==> src/common/dcache_pkg.sv <==
// widths are fixed at 32-bit words and 4-word lines, and only the set count scales
package dcache_pkg;

	// ----------------------------------------------------------
	// word and line geometry
	// ----------------------------------------------------------

	// processor data word
	localparam int WORD_W = 32;
	// memory transfer unit, one full line
	localparam int LINE_W = 128;
	localparam int WORDS_PER_LINE = LINE_W / WORD_W;
	// word offset inside a line
	localparam int WORD_SEL_W = $clog2(WORDS_PER_LINE);

	// ----------------------------------------------------------
	// address widths
	// ----------------------------------------------------------

	// processor side addresses words, byte offset already stripped
	localparam int ADDR_W = 30;
	// memory side addresses whole lines
	localparam int LINE_ADDR_W = ADDR_W - WORD_SEL_W;

	// set count used when the top level is not overridden
	localparam int DEFAULT_SETS = 4;

	// ----------------------------------------------------------
	// types
	// ----------------------------------------------------------

	typedef logic [WORD_W-1:0] word_t;

	// word 0 sits in bits [31:0]
	typedef logic [LINE_W-1:0] line_t;

	// {tag, set, word}; set width comes from NUM_SETS in the users
	typedef logic [ADDR_W-1:0] word_addr_t;

	// word address minus the word offset
	typedef logic [LINE_ADDR_W-1:0] line_addr_t;

	// miss handling states
	typedef enum logic [1:0] {
		COMPARE_TAG = 2'b00,
		WRITE_BACK  = 2'b01,
		ALLOCATE    = 2'b10
	} cache_state_e;

	// ----------------------------------------------------------
	// helpers
	// ----------------------------------------------------------

	// line holding a given word
	function automatic line_addr_t line_of(input word_addr_t addr);
		line_of = addr[ADDR_W-1:WORD_SEL_W];
	endfunction

endpackage

==> src/dcache/dcache_way.sv <==
// NUM_SETS must be a power of two of at least 2, and at most one strobe is raised per cycle
`timescale 1ns/1ps

module dcache_way #(
	parameter int NUM_SETS = 4
) (
	input  logic                                              clk,
	input  logic                                              proc_reset,
	input  dcache_pkg::word_addr_t                            proc_addr,
	input  dcache_pkg::word_t                                 proc_wdata,
	input  dcache_pkg::line_t                                 mem_rdata,
	input  logic                                              fill,
	input  logic                                              word_write,
	input  logic                                              clean,
	output logic                                              hit,
	output logic                                              dirty,
	output logic [dcache_pkg::LINE_ADDR_W-$clog2(NUM_SETS)-1:0] victim_tag,
	output dcache_pkg::line_t                                 line,
	output dcache_pkg::word_t                                 word
);
	import dcache_pkg::*;

	localparam int SET_W = $clog2(NUM_SETS);
	localparam int TAG_W = LINE_ADDR_W - SET_W;

	// ----------------------------------------------------------
	// storage
	// ----------------------------------------------------------

	// status bits per set
	logic [NUM_SETS-1:0] valid_q;
	logic [NUM_SETS-1:0] dirty_q;

	// tag and line payload
	logic [TAG_W-1:0] tag_q [NUM_SETS];
	line_t            data_q [NUM_SETS];

	// address fields
	logic [WORD_SEL_W-1:0] word_sel;
	logic [SET_W-1:0]      set_idx;
	logic [TAG_W-1:0]      req_tag;

	assign word_sel = proc_addr[WORD_SEL_W-1:0];
	assign set_idx  = proc_addr[WORD_SEL_W +: SET_W];
	assign req_tag  = proc_addr[ADDR_W-1 -: TAG_W];

	// ----------------------------------------------------------
	// lookup
	// ----------------------------------------------------------

	// an unfilled tag never matches since valid gates it
	assign hit = valid_q[set_idx] & (tag_q[set_idx] == req_tag);

	// dirty only counts on a valid line
	assign dirty = valid_q[set_idx] & dirty_q[set_idx];

	// victim view of the addressed set
	assign victim_tag = tag_q[set_idx];
	assign line       = data_q[set_idx];

	// word mux over the selected line
	always_comb begin
		word = line[WORD_W-1:0];
		for (int w = 0; w < WORDS_PER_LINE; w++) begin
			if (word_sel == w[WORD_SEL_W-1:0]) begin
				word = line[w*WORD_W +: WORD_W];
			end
		end
	end

	// ----------------------------------------------------------
	// updates
	// ----------------------------------------------------------

	// status bits
	always_ff @(posedge clk) begin
		if (proc_reset) begin
			valid_q <= '0;
			dirty_q <= '0;
		end else begin
			if (fill) begin
				// fresh line from memory is clean
				valid_q[set_idx] <= 1'b1;
				dirty_q[set_idx] <= 1'b0;
			end else if (word_write) begin
				dirty_q[set_idx] <= 1'b1;
			end else if (clean) begin
				// write-back finished
				dirty_q[set_idx] <= 1'b0;
			end
		end
	end

	// tag and data
	always_ff @(posedge clk) begin
		if (fill) begin
			tag_q[set_idx]  <= req_tag;
			data_q[set_idx] <= mem_rdata;
		end else if (word_write) begin
			// only the addressed word changes
			data_q[set_idx][word_sel*WORD_W +: WORD_W] <= proc_wdata;
		end
	end

endmodule

==> src/dcache/dcache_ctrl.sv <==
// two ways only, requests must be held through a stall and memory pulses mem_ready once each
`timescale 1ns/1ps

module dcache_ctrl #(
	parameter int NUM_SETS = 4
) (
	input  logic                                              clk,
	input  logic                                              proc_reset,
	input  logic                                              proc_read,
	input  logic                                              proc_write,
	input  dcache_pkg::word_addr_t                            proc_addr,
	input  logic                                              hit0,
	input  logic                                              hit1,
	input  logic                                              dirty0,
	input  logic                                              dirty1,
	input  logic [dcache_pkg::LINE_ADDR_W-$clog2(NUM_SETS)-1:0] victim_tag0,
	input  logic [dcache_pkg::LINE_ADDR_W-$clog2(NUM_SETS)-1:0] victim_tag1,
	input  dcache_pkg::line_t                                 line0,
	input  dcache_pkg::line_t                                 line1,
	input  dcache_pkg::word_t                                 word0,
	input  dcache_pkg::word_t                                 word1,
	input  logic                                              mem_ready,
	output dcache_pkg::word_t                                 proc_rdata,
	output logic                                              proc_stall,
	output logic                                              fill0,
	output logic                                              fill1,
	output logic                                              word_write0,
	output logic                                              word_write1,
	output logic                                              clean0,
	output logic                                              clean1,
	output logic                                              mem_read,
	output logic                                              mem_write,
	output dcache_pkg::line_addr_t                            mem_addr,
	output dcache_pkg::line_t                                 mem_wdata
);
	import dcache_pkg::*;

	localparam int SET_W = $clog2(NUM_SETS);
	localparam int TAG_W = LINE_ADDR_W - SET_W;

	// ----------------------------------------------------------
	// declarations
	// ----------------------------------------------------------

	cache_state_e state_q;
	cache_state_e state_d;

	// one bit per set where 0 picks way0 as next victim
	logic [NUM_SETS-1:0] repl_ptr_q;

	logic [SET_W-1:0] set_idx;

	// request and lookup summary
	logic req;
	logic any_hit;
	logic miss;

	// victim chosen by the pointer
	logic             vic_way;
	logic             vic_dirty;
	logic [TAG_W-1:0] vic_tag;
	line_t            vic_line;

	// state decodes
	logic in_compare;
	logic in_write_back;
	logic in_allocate;

	// handshake completions
	logic wb_done;
	logic alloc_done;

	// ----------------------------------------------------------
	// lookup combine
	// ----------------------------------------------------------

	assign set_idx = proc_addr[WORD_SEL_W +: SET_W];

	assign req     = proc_read | proc_write;
	assign any_hit = hit0 | hit1;
	assign miss    = req & ~any_hit;

	// victim selection stays stable while the request is held
	assign vic_way   = repl_ptr_q[set_idx];
	assign vic_dirty = vic_way ? dirty1 : dirty0;
	assign vic_tag   = vic_way ? victim_tag1 : victim_tag0;
	assign vic_line  = vic_way ? line1 : line0;

	// read data mux with way0 first
	always_comb begin
		if (hit0) begin
			proc_rdata = word0;
		end else if (hit1) begin
			proc_rdata = word1;
		end else begin
			proc_rdata = '0;
		end
	end

	// ----------------------------------------------------------
	// state machine
	// ----------------------------------------------------------

	assign in_compare    = (state_q == COMPARE_TAG);
	assign in_write_back = (state_q == WRITE_BACK);
	assign in_allocate   = (state_q == ALLOCATE);

	assign wb_done    = in_write_back & mem_ready;
	assign alloc_done = in_allocate & mem_ready;

	always_comb begin
		state_d = state_q;
		case (state_q)
			COMPARE_TAG: begin
				// dirty victim goes out before the refill
				if (miss) begin
					state_d = vic_dirty ? WRITE_BACK : ALLOCATE;
				end
			end
			WRITE_BACK: begin
				if (mem_ready) begin
					state_d = ALLOCATE;
				end
			end
			ALLOCATE: begin
				// back to compare which then hits
				if (mem_ready) begin
					state_d = COMPARE_TAG;
				end
			end
			default: begin
				state_d = COMPARE_TAG;
			end
		endcase
	end

	always_ff @(posedge clk) begin
		if (proc_reset) begin
			state_q <= COMPARE_TAG;
		end else begin
			state_q <= state_d;
		end
	end

	// ----------------------------------------------------------
	// replacement pointers
	// ----------------------------------------------------------

	// flip on every fill so the other way goes next
	always_ff @(posedge clk) begin
		if (proc_reset) begin
			repl_ptr_q <= '0;
		end else if (alloc_done) begin
			repl_ptr_q[set_idx] <= ~repl_ptr_q[set_idx];
		end
	end

	// ----------------------------------------------------------
	// processor side
	// ----------------------------------------------------------

	// stall on a miss and for the whole refill
	assign proc_stall = in_compare ? miss : 1'b1;

	// write hit lands on the completing edge
	assign word_write0 = in_compare & proc_write & hit0;
	assign word_write1 = in_compare & proc_write & hit1 & ~hit0;

	// ----------------------------------------------------------
	// memory side
	// ----------------------------------------------------------

	// read drops in the ready cycle
	assign mem_read  = in_allocate & ~mem_ready;
	// write held through the ready cycle
	assign mem_write = in_write_back;

	// victim line address during write-back and request line otherwise
	always_comb begin
		if (in_write_back) begin
			mem_addr = {vic_tag, set_idx};
		end else begin
			mem_addr = line_of(proc_addr);
		end
	end

	// sampled by memory only while mem_write is high
	assign mem_wdata = vic_line;

	// fill and clean go to the victim way
	assign fill0  = alloc_done & ~vic_way;
	assign fill1  = alloc_done & vic_way;
	assign clean0 = wb_done & ~vic_way;
	assign clean1 = wb_done & vic_way;

endmodule

==> src/verilog/dcache_top.sv <==
// two-way write-back data cache with NUM_SETS a power of two of at least 2
`timescale 1ns/1ps

module dcache_top #(
	parameter int NUM_SETS = dcache_pkg::DEFAULT_SETS
) (
	input  logic                   clk,
	input  logic                   proc_reset,
	// processor side
	input  logic                   proc_read,
	input  logic                   proc_write,
	input  dcache_pkg::word_addr_t proc_addr,
	input  dcache_pkg::word_t      proc_wdata,
	output dcache_pkg::word_t      proc_rdata,
	output logic                   proc_stall,
	// memory side
	output logic                   mem_read,
	output logic                   mem_write,
	output dcache_pkg::line_addr_t mem_addr,
	output dcache_pkg::line_t      mem_wdata,
	input  dcache_pkg::line_t      mem_rdata,
	input  logic                   mem_ready
);
	import dcache_pkg::*;

	localparam int TAG_W = LINE_ADDR_W - $clog2(NUM_SETS);

	// ----------------------------------------------------------
	// way results
	// ----------------------------------------------------------

	logic             hit0, hit1;
	logic             dirty0, dirty1;
	logic [TAG_W-1:0] victim_tag0, victim_tag1;
	line_t            line0, line1;
	word_t            word0, word1;

	// controller strobes
	logic fill0, fill1;
	logic word_write0, word_write1;
	logic clean0, clean1;

	// ----------------------------------------------------------
	// ways
	// ----------------------------------------------------------

	dcache_way #(.NUM_SETS(NUM_SETS)) way0 (
		.clk(clk), .proc_reset(proc_reset),
		.proc_addr(proc_addr), .proc_wdata(proc_wdata), .mem_rdata(mem_rdata),
		.fill(fill0), .word_write(word_write0), .clean(clean0),
		.hit(hit0), .dirty(dirty0), .victim_tag(victim_tag0),
		.line(line0), .word(word0)
	);

	dcache_way #(.NUM_SETS(NUM_SETS)) way1 (
		.clk(clk), .proc_reset(proc_reset),
		.proc_addr(proc_addr), .proc_wdata(proc_wdata), .mem_rdata(mem_rdata),
		.fill(fill1), .word_write(word_write1), .clean(clean1),
		.hit(hit1), .dirty(dirty1), .victim_tag(victim_tag1),
		.line(line1), .word(word1)
	);

	// ----------------------------------------------------------
	// controller
	// ----------------------------------------------------------

	dcache_ctrl #(.NUM_SETS(NUM_SETS)) ctrl (
		.clk(clk), .proc_reset(proc_reset),
		.proc_read(proc_read), .proc_write(proc_write), .proc_addr(proc_addr),
		.hit0(hit0), .hit1(hit1), .dirty0(dirty0), .dirty1(dirty1),
		.victim_tag0(victim_tag0), .victim_tag1(victim_tag1),
		.line0(line0), .line1(line1), .word0(word0), .word1(word1),
		.mem_ready(mem_ready),
		.proc_rdata(proc_rdata), .proc_stall(proc_stall),
		.fill0(fill0), .fill1(fill1),
		.word_write0(word_write0), .word_write1(word_write1),
		.clean0(clean0), .clean1(clean1),
		.mem_read(mem_read), .mem_write(mem_write),
		.mem_addr(mem_addr), .mem_wdata(mem_wdata)
	);

endmodule

==> config.mk <==
export PLATFORM = sky130hd
export DESIGN_NAME = dcache_top
export DESIGN_NICKNAME = d
export VERILOG_FILES = /design/src/common/dcache_pkg.sv /design/src/dcache/dcache_way.sv /design/src/dcache/dcache_ctrl.sv /design/src/verilog/dcache_top.sv
export SDC_FILE = /design/constraint.sdc
export NUM_CORES = 2
export LEC_CHECK = 0
export BUFFER_PORTS_ARGS = -buffer_cell sky130_fd_sc_hd__buf_2
export CORE_UTILIZATION = 35
export CTS_BUF_LIST = sky130_fd_sc_hd__clkbuf_4 sky130_fd_sc_hd__clkbuf_8
export DETAILED_ROUTE_END_ITERATION = 16
export SLEW_MARGIN = 20
export SYNTH_ARGS = -nofsm -noshare
export SYNTH_HDL_FRONTEND = slang
export SYNTH_HIERARCHICAL = 1
export SYNTH_SLANG_ARGS = --single-unit
==> constraint.sdc <==
create_clock -name clk -period 10.15 [get_ports clk]
set_clock_uncertainty 0.15 [all_clocks]
set_input_delay 0.5075 -clock clk [delete_from_list [all_inputs] [get_ports clk]]
set_output_delay 0.5075 -clock clk [all_outputs]
set_load 0.01 [all_outputs]
* After elaboration in Yosys (flattened, before gate mapping)
Memory sizes are Yosys's and may differ from the RTL's. Index checks and enable logic that the tools add are counted. Widths: inputs -> output; s select.
Operators by class: add/subtract/negate cells 1, magnitude comparators 2, equal/unequal tests 10, shift operators 2, mux-type cells 303, bitwise logic cells 285, reduce and logical (&&, ||, !) cells 5
Operators with widths (number):
- $mux 128 | 3
- $mux 1 | 272
- $or 1x1->1 | 258
- $mux 32 | 8
- $shift 32x34->128 const A | 1
- $shiftx 32x34->128 | 1
- $eq 26x26->1 | 2
- $neg 7->34 | 1
- $mux 28 | 1
- $mux 26 | 1
- $mux 4 | 6
- $and 1x1->1 | 16
- $or 4x4->4 | 4
- $bmux 1 s2 | 5
- $and 4x4->4 | 2
- $mux 2 | 4
- $eq 2x2->1 const B | 3
- $pmux 2 s3 | 1
- $reduce_bool 3->1 | 2
- $bwmux 4 | 1
- $eq 2x1->1 const B | 2
- $ne 2x2->1 const B | 2
- $not 1->1 | 4
- $not 4->4 | 1
- other kinds (7) | 7
Storage, ports and cells: bits in registers 22, memory bits (writable) 1232, input port bits 195, output and inout bits 191, word-level logic and storage cells 618, memories kept 4
Memories:
- way0.data_q | depth 4, width 128, read ports 1, clocked after memory_dff 0, wr ports 1, line dcache_way.sv:36 | line_t data_q [NUM_SETS];
- way1.data_q | depth 4, width 128, read ports 1, clocked after memory_dff 0, wr ports 1, line dcache_way.sv:36
- way0.tag_q | depth 4, width 26, read ports 1, clocked after memory_dff 0, wr ports 1, line dcache_way.sv:35 | logic [TAG_W-1:0] tag_q [NUM_SETS];
- way1.tag_q | depth 4, width 26, read ports 1, clocked after memory_dff 0, wr ports 1, line dcache_way.sv:35

* Longest topological paths before layout
depth in word-level cells 9, depth in mapped cells 17, mapped depth without buffers 12

* Modules after synthesis
Netlist, hierarchy kept.
Modules (own cells, without submodules):
- dcache_way at way0 | instances 1, cells each 1301, area an instance 25502.0 µm², sequential area each 18657.9 µm²
- dcache_way at way1 | instances 1, cells each 1291, area an instance 25423.1 µm², sequential area each 18657.9 µm²
- dcache_ctrl | instances 1, cells each 323, area an instance 3255.6 µm², sequential area each 120.1 µm²

* Worst setup path before layout
No wires, ideal clock.
path kind input port to flip-flop, start point input proc_addr[2], end point memory way0/data_q[2][100] (netlist bit), enable pin, library setup time 0.421 ns, arrival time 4.269 ns, required time 9.579 ns, slack 5.310 ns, stages on the path 12, buffers on the path 5, cells stage by stage buf_6 > buf_6 > mux4_2 > xor2_1 > nor4_1 > and4_1 > clkbuf_1 > clkbuf_1 > and3_1 > buf_2 > a21oi_1 > nor2_1
On the way: word-level cells in the longest chain between the ends 8, elaborated cells on any way between the ends 16, classes of those cells eq/ne (1); mux (9); bitwise (5); memory (1)
RTL lines:
- from (decl) | line dcache_top.sv:12 | input dcache_pkg::word_addr_t proc_addr,
- $mem_v2 4x26
- named net victim_tag0[22] | line dcache_top.sv:34 | logic [TAG_W-1:0] victim_tag0, victim_tag1;
- $eq 26x26->1 | line dcache_way.sv:52 | assign hit = valid_q[set_idx] & (tag_q[set_idx] == req_tag);
- $and 1x1->1 | line dcache_way.sv:52
- named net hit0 | line dcache_top.sv:32 | logic hit0, hit1;
- $and 1x1->1 | line dcache_ctrl.sv:166 | assign word_write0 = in_compare & proc_write & hit0;
- named net word_write0 | line dcache_top.sv:40 | logic word_write0, word_write1;
- $mux 1 | line dcache_way.sv:99 | end else if (word_write) begin
- $mux 1 | line dcache_way.sv:96 | if (fill) begin
- $mux 128 (implied by the code) | line dcache_way.sv:101 | data_q[set_idx][word_sel*WORD_W +: WORD_W] <= proc_wdata;
- $or 1x1->1 (no source line)
- to (decl) | line dcache_way.sv:36
The timed path passes the listed nets, and every way through them passes these cells. The select of a mux whose other input is x is not followed.

* Worst setup path in the final report
start point input proc_addr[2], end point memory way1/data_q[1][52] (netlist bit), data pin
On the way: word-level cells in the longest chain between the ends 9, elaborated cells on any way between the ends 20, classes of those cells eq/ne (2); mux (10); bitwise (6); memory (2)
RTL lines:
- $mem_v2 4x26 or $bmux 1 s2 (tied branches)
- $eq 26x26->1 or $mux 1 (tied branches) | line dcache_way.sv:52
- $and 1x1->1 (*) | line dcache_way.sv:52
- named net hit0 | line dcache_top.sv:32
- $not 1->1 (*) | line dcache_ctrl.sv:167 | assign word_write1 = in_compare & proc_write & hit1 & ~hit0;
- $and 1x1->1 (*) | line dcache_ctrl.sv:167
- named net word_write1 | line dcache_top.sv:40
- $mux 1 (*) | line dcache_way.sv:99
- $mux 1 (*) | line dcache_way.sv:96
- $mux 128 (implied by the code) (*) | line dcache_way.sv:101
- $mux 1 (no source line) (*)
- to (decl) | line dcache_way.sv:36
The timed path passes the listed nets; every way through them passes the cells marked *. The select of a mux whose other input is x is not followed.

==> metrics.txt <==
hold_sp proc_wdata[20]; yosys warns 6; row count 144; share of layout cells above drive strength 1 34.0%; Area contributors post-synth edfxtp_1 (68%), mux4_2 (12%), a22o_1 (4.7%); sequential share of the synthesized area 69.1%; status complete, no violations; post-CTS sizing 0; crit path buf inv count 5; Slowest cell on crit path nor4b_4; Detailed Route WL 172000 um; post-synthesis mux area share 18.3%; top-count cell post-synth edfxtp_1; hold slack 0.0744 ns; largest net degree at the start of global routing 96; DRC viols 0; Detail Placement HPWL 109000 um; Post-Synthesis Cells 2915; unrepaired setup endpoints after global routing no; chip width 395 um; internal power 8.38 mW; worst path arrival time 8.00 ns; WS Path Type input pin to flip-flop; leakage power 21.5 nW; # IOs 386; total power 11.0 mW; Pwr Density 172 mW/mm^2; clock tree buffer depth 3; total core area 0.154 mm^2; first-pass GRT wire length 238000 um; final instance area 0.0642 mm^2; fin. max-slew vios 0; Distinct cells, synth 54; Syn Nets 3123; Final Hold Viols 0; PortBufs 385; Hold Crit Class input pin to flip-flop; Critical Path Max Stage Delay 1.05 ns; clock network fraction of total power 38.3%; most frequent cells after synthesis edfxtp_1 (1232), mux4_2 (297), a22o_1 (288); CP dominant cell by count buf_4; final setup vio count 0; starting density of the core 35.2%; Placed Area 0.0586 mm^2; Crit path max-delay family simple AND/OR/NAND/NOR gates; CTS buffer count 199; Peak Freq 135 MHz; worst rel slew slack 24.0%; Simple-Gate Fraction of Synth Area 2.71%; Reg clk slew, reported paths 0.06 ns; hold buffers post-CTS 180; DRT iter0 DRCs 3183; Antenna Nets Post-Route 0; Root Driver clkbuf_8; final setup TNS 0 ns; XOR/XNOR Fraction of Synth Area 0.744%; Compound-Gate Fraction of Synth Area 6.79%; CP required 10.76 ns; CP max FO 73; min Tclk post-route 7.39 ns; critical path cell sequence buf_8 -> buf_4 -> mux4_2 -> nand4_1 -> nor4b_1 -> and4_2 -> nor2b_4 -> and3_1 -> nor2b_1 -> buf_4 -> nand2_2 -> nor4b_4 -> buf_4 -> a22o_1 -> dlygate4sd3_1; post-synth top area share 68.3%; syn_area_per_cell 18.6 um^2; Final GP Congestion 0.828; via/cell ratio 5.53; critical path startpoint category input pin; Synth async-reset ratio 0%; hold path cells 2; Total Routing Usage GR 21.5%; main combinational cell family by area after synthesis multiplexers; Clock Sinks 1254; Comb power frac 9.4%; GRT overflow 0; die extent in y 395 um; Post-synth EDFFs 1232; synthesized cell area 0.0542 mm^2; post-synth top area cell edfxtp_1; DRT Pass-1 Iters 6; Die Area 0.156 mm^2; switching portion of total power 24.0%; Sequential Power Share 52.3%; hold endpoint way0/data_q[2][116]$_DFFE_PP_; area delta synth->final 18.6%; Synth Flop Type edfxtp_1; Synth Area in Adders 0.300%; fin crit share 72.8%; Post-CTS Setup Bufs 0; post-synthesis register bit count 1254; FF-to-FF End way1/data_q[1][52]$_DFFE_PP_; CTS H-tree lvls 4; critical path capture point type flip-flop; worst r2r path cells 14; max-cap check violation count 0; initial antenna violation count 25; vias in the first global route 32000; worst skew pair latency 0.93 ns; Worst Max-Slew Pin Slew 1.14 ns; RR Startpoint way1/tag_q[3][5]$_DFFE_PP_; fillcell total 13900; nets@finish 3763; CTS tree built; Non-Filler Instances 5752; drt wl/cell 29.8 um; NetSw 2.65 mW; total placed cells including tap cells 5218; Via Count 31800; Max VDD drop 0.107 mV; Reg2Reg Setup Slack 2.84 ns
[registers in the layout, summed over array words and instances, names as in the netlist, named ones only]
name	cells
way1/valid_q	4
way1/data_q	512
ctrl/repl_ptr_q	4
ctrl/state_q	2
way0/valid_q	4
way0/data_q	512
way0/tag_q	104
way1/tag_q	104
[layout make-up]
type	count	area (um^2)	share of cell area, %
Antenna cell	9	22.5	0.0351
Clock buffer	278	3350	5.22
Clock inverter	67	489	0.762
Inverter	12	45.0	0.0701
Multi-Input combinational cell	1448	16000	24.9
Sequential cell	1254	37400	58.3
Tap cell	2044	2560	3.98
Timing Repair Buffer	640	4340	6.76
[metal layers]
metal | up-vias | GRT usage [%] | wire length (um)
met5 | - | 0 | 116
met4 | 16 | 8.58 | 6310
met3 | 255 | 4.70 | 14400
met2 | 1489 | 36.0 | 85200
met1 | 16700 | 27.2 | 65600
li1 | 13400 | - | -
[through the flow]
stage	util (%)	worst slack [ns]
after global placement	38.1	2.31
final	41.7	2.76
after global routing	41.7	2.30
after detailed placement	38.1	2.19
after CTS	41.7	2.71
after floorplan	-	5.31
[placed cells by master (no fill, tap or decap), drive strengths merged, types with 22 or more instances in the layout]
master	netlist	layout
dlygate4sd3	0	180
buf	119	460
nand2	107	107
mux2	133	133
clkbuf	82	278
edfxtp	1232	1232
clkinv	0	52
a21oi	92	92
a22o	288	288
nor2	146	146
dfxtp	22	22
xor2	32	32
mux4	299	299
o21ai	97	97
mux2i	130	130
[power by group through the flow]
| stage | registers (mW) | clock network, mW | logic (mW) |
|---|---|---|---|
| 2_1_floorplan | 5.88 | 0 | 0.552 |
| 3_3_place_gp | 5.88 | 0 | 0.970 |
| 3_5_place_dp | 5.88 | 0 | 0.977 |
| 4_1_cts | 5.77 | 4.32 | 1.04 |
| 5_1_grt | 5.78 | 4.52 | 1.09 |
| 6_report | 5.77 | 4.22 | 1.04 |
[worst max-delay path by stage]
stage                       from                       endpoint  slack [ns]  depth (start not counted)
floorplan           proc_addr[2]  way0/data_q[2][100]$_DFFE_PP_        5.31                         12
global placement    proc_addr[2]   way1/data_q[0][41]$_DFFE_PP_        2.31                         14
detailed placement  proc_addr[2]   way1/data_q[1][43]$_DFFE_PP_        2.19                         14
CTS                 proc_addr[2]   way1/data_q[1][52]$_DFFE_PP_        2.71                         15
global route        proc_addr[2]   way1/data_q[3][52]$_DFFE_PP_        2.30                         15
finish              proc_addr[2]   way1/data_q[1][52]$_DFFE_PP_        2.76                         15
[cells by family after synthesis]
group                      Yosys count
adders and majority gates           13
AOI/OAI and AO/OA                  505
and+or+nand+nor                    322
buffers and inverters              213
DFF                               1254
muxes                              562
xor gates and xnor gates            46
[worst reg2reg max path, delay by kind of cell (launching register included)]
family,cells,cell delay [ns]
AND/OR/NAND/NOR,8,4.57
buffers and inverters,3,1.24
multiplexers,1,0.50
flip-flops,1,0.36
AO/OA/AOI/OAI,1,0.20
XOR/XNOR,1,0.17
No activity file was read; power rests on OpenSTA's default activity.
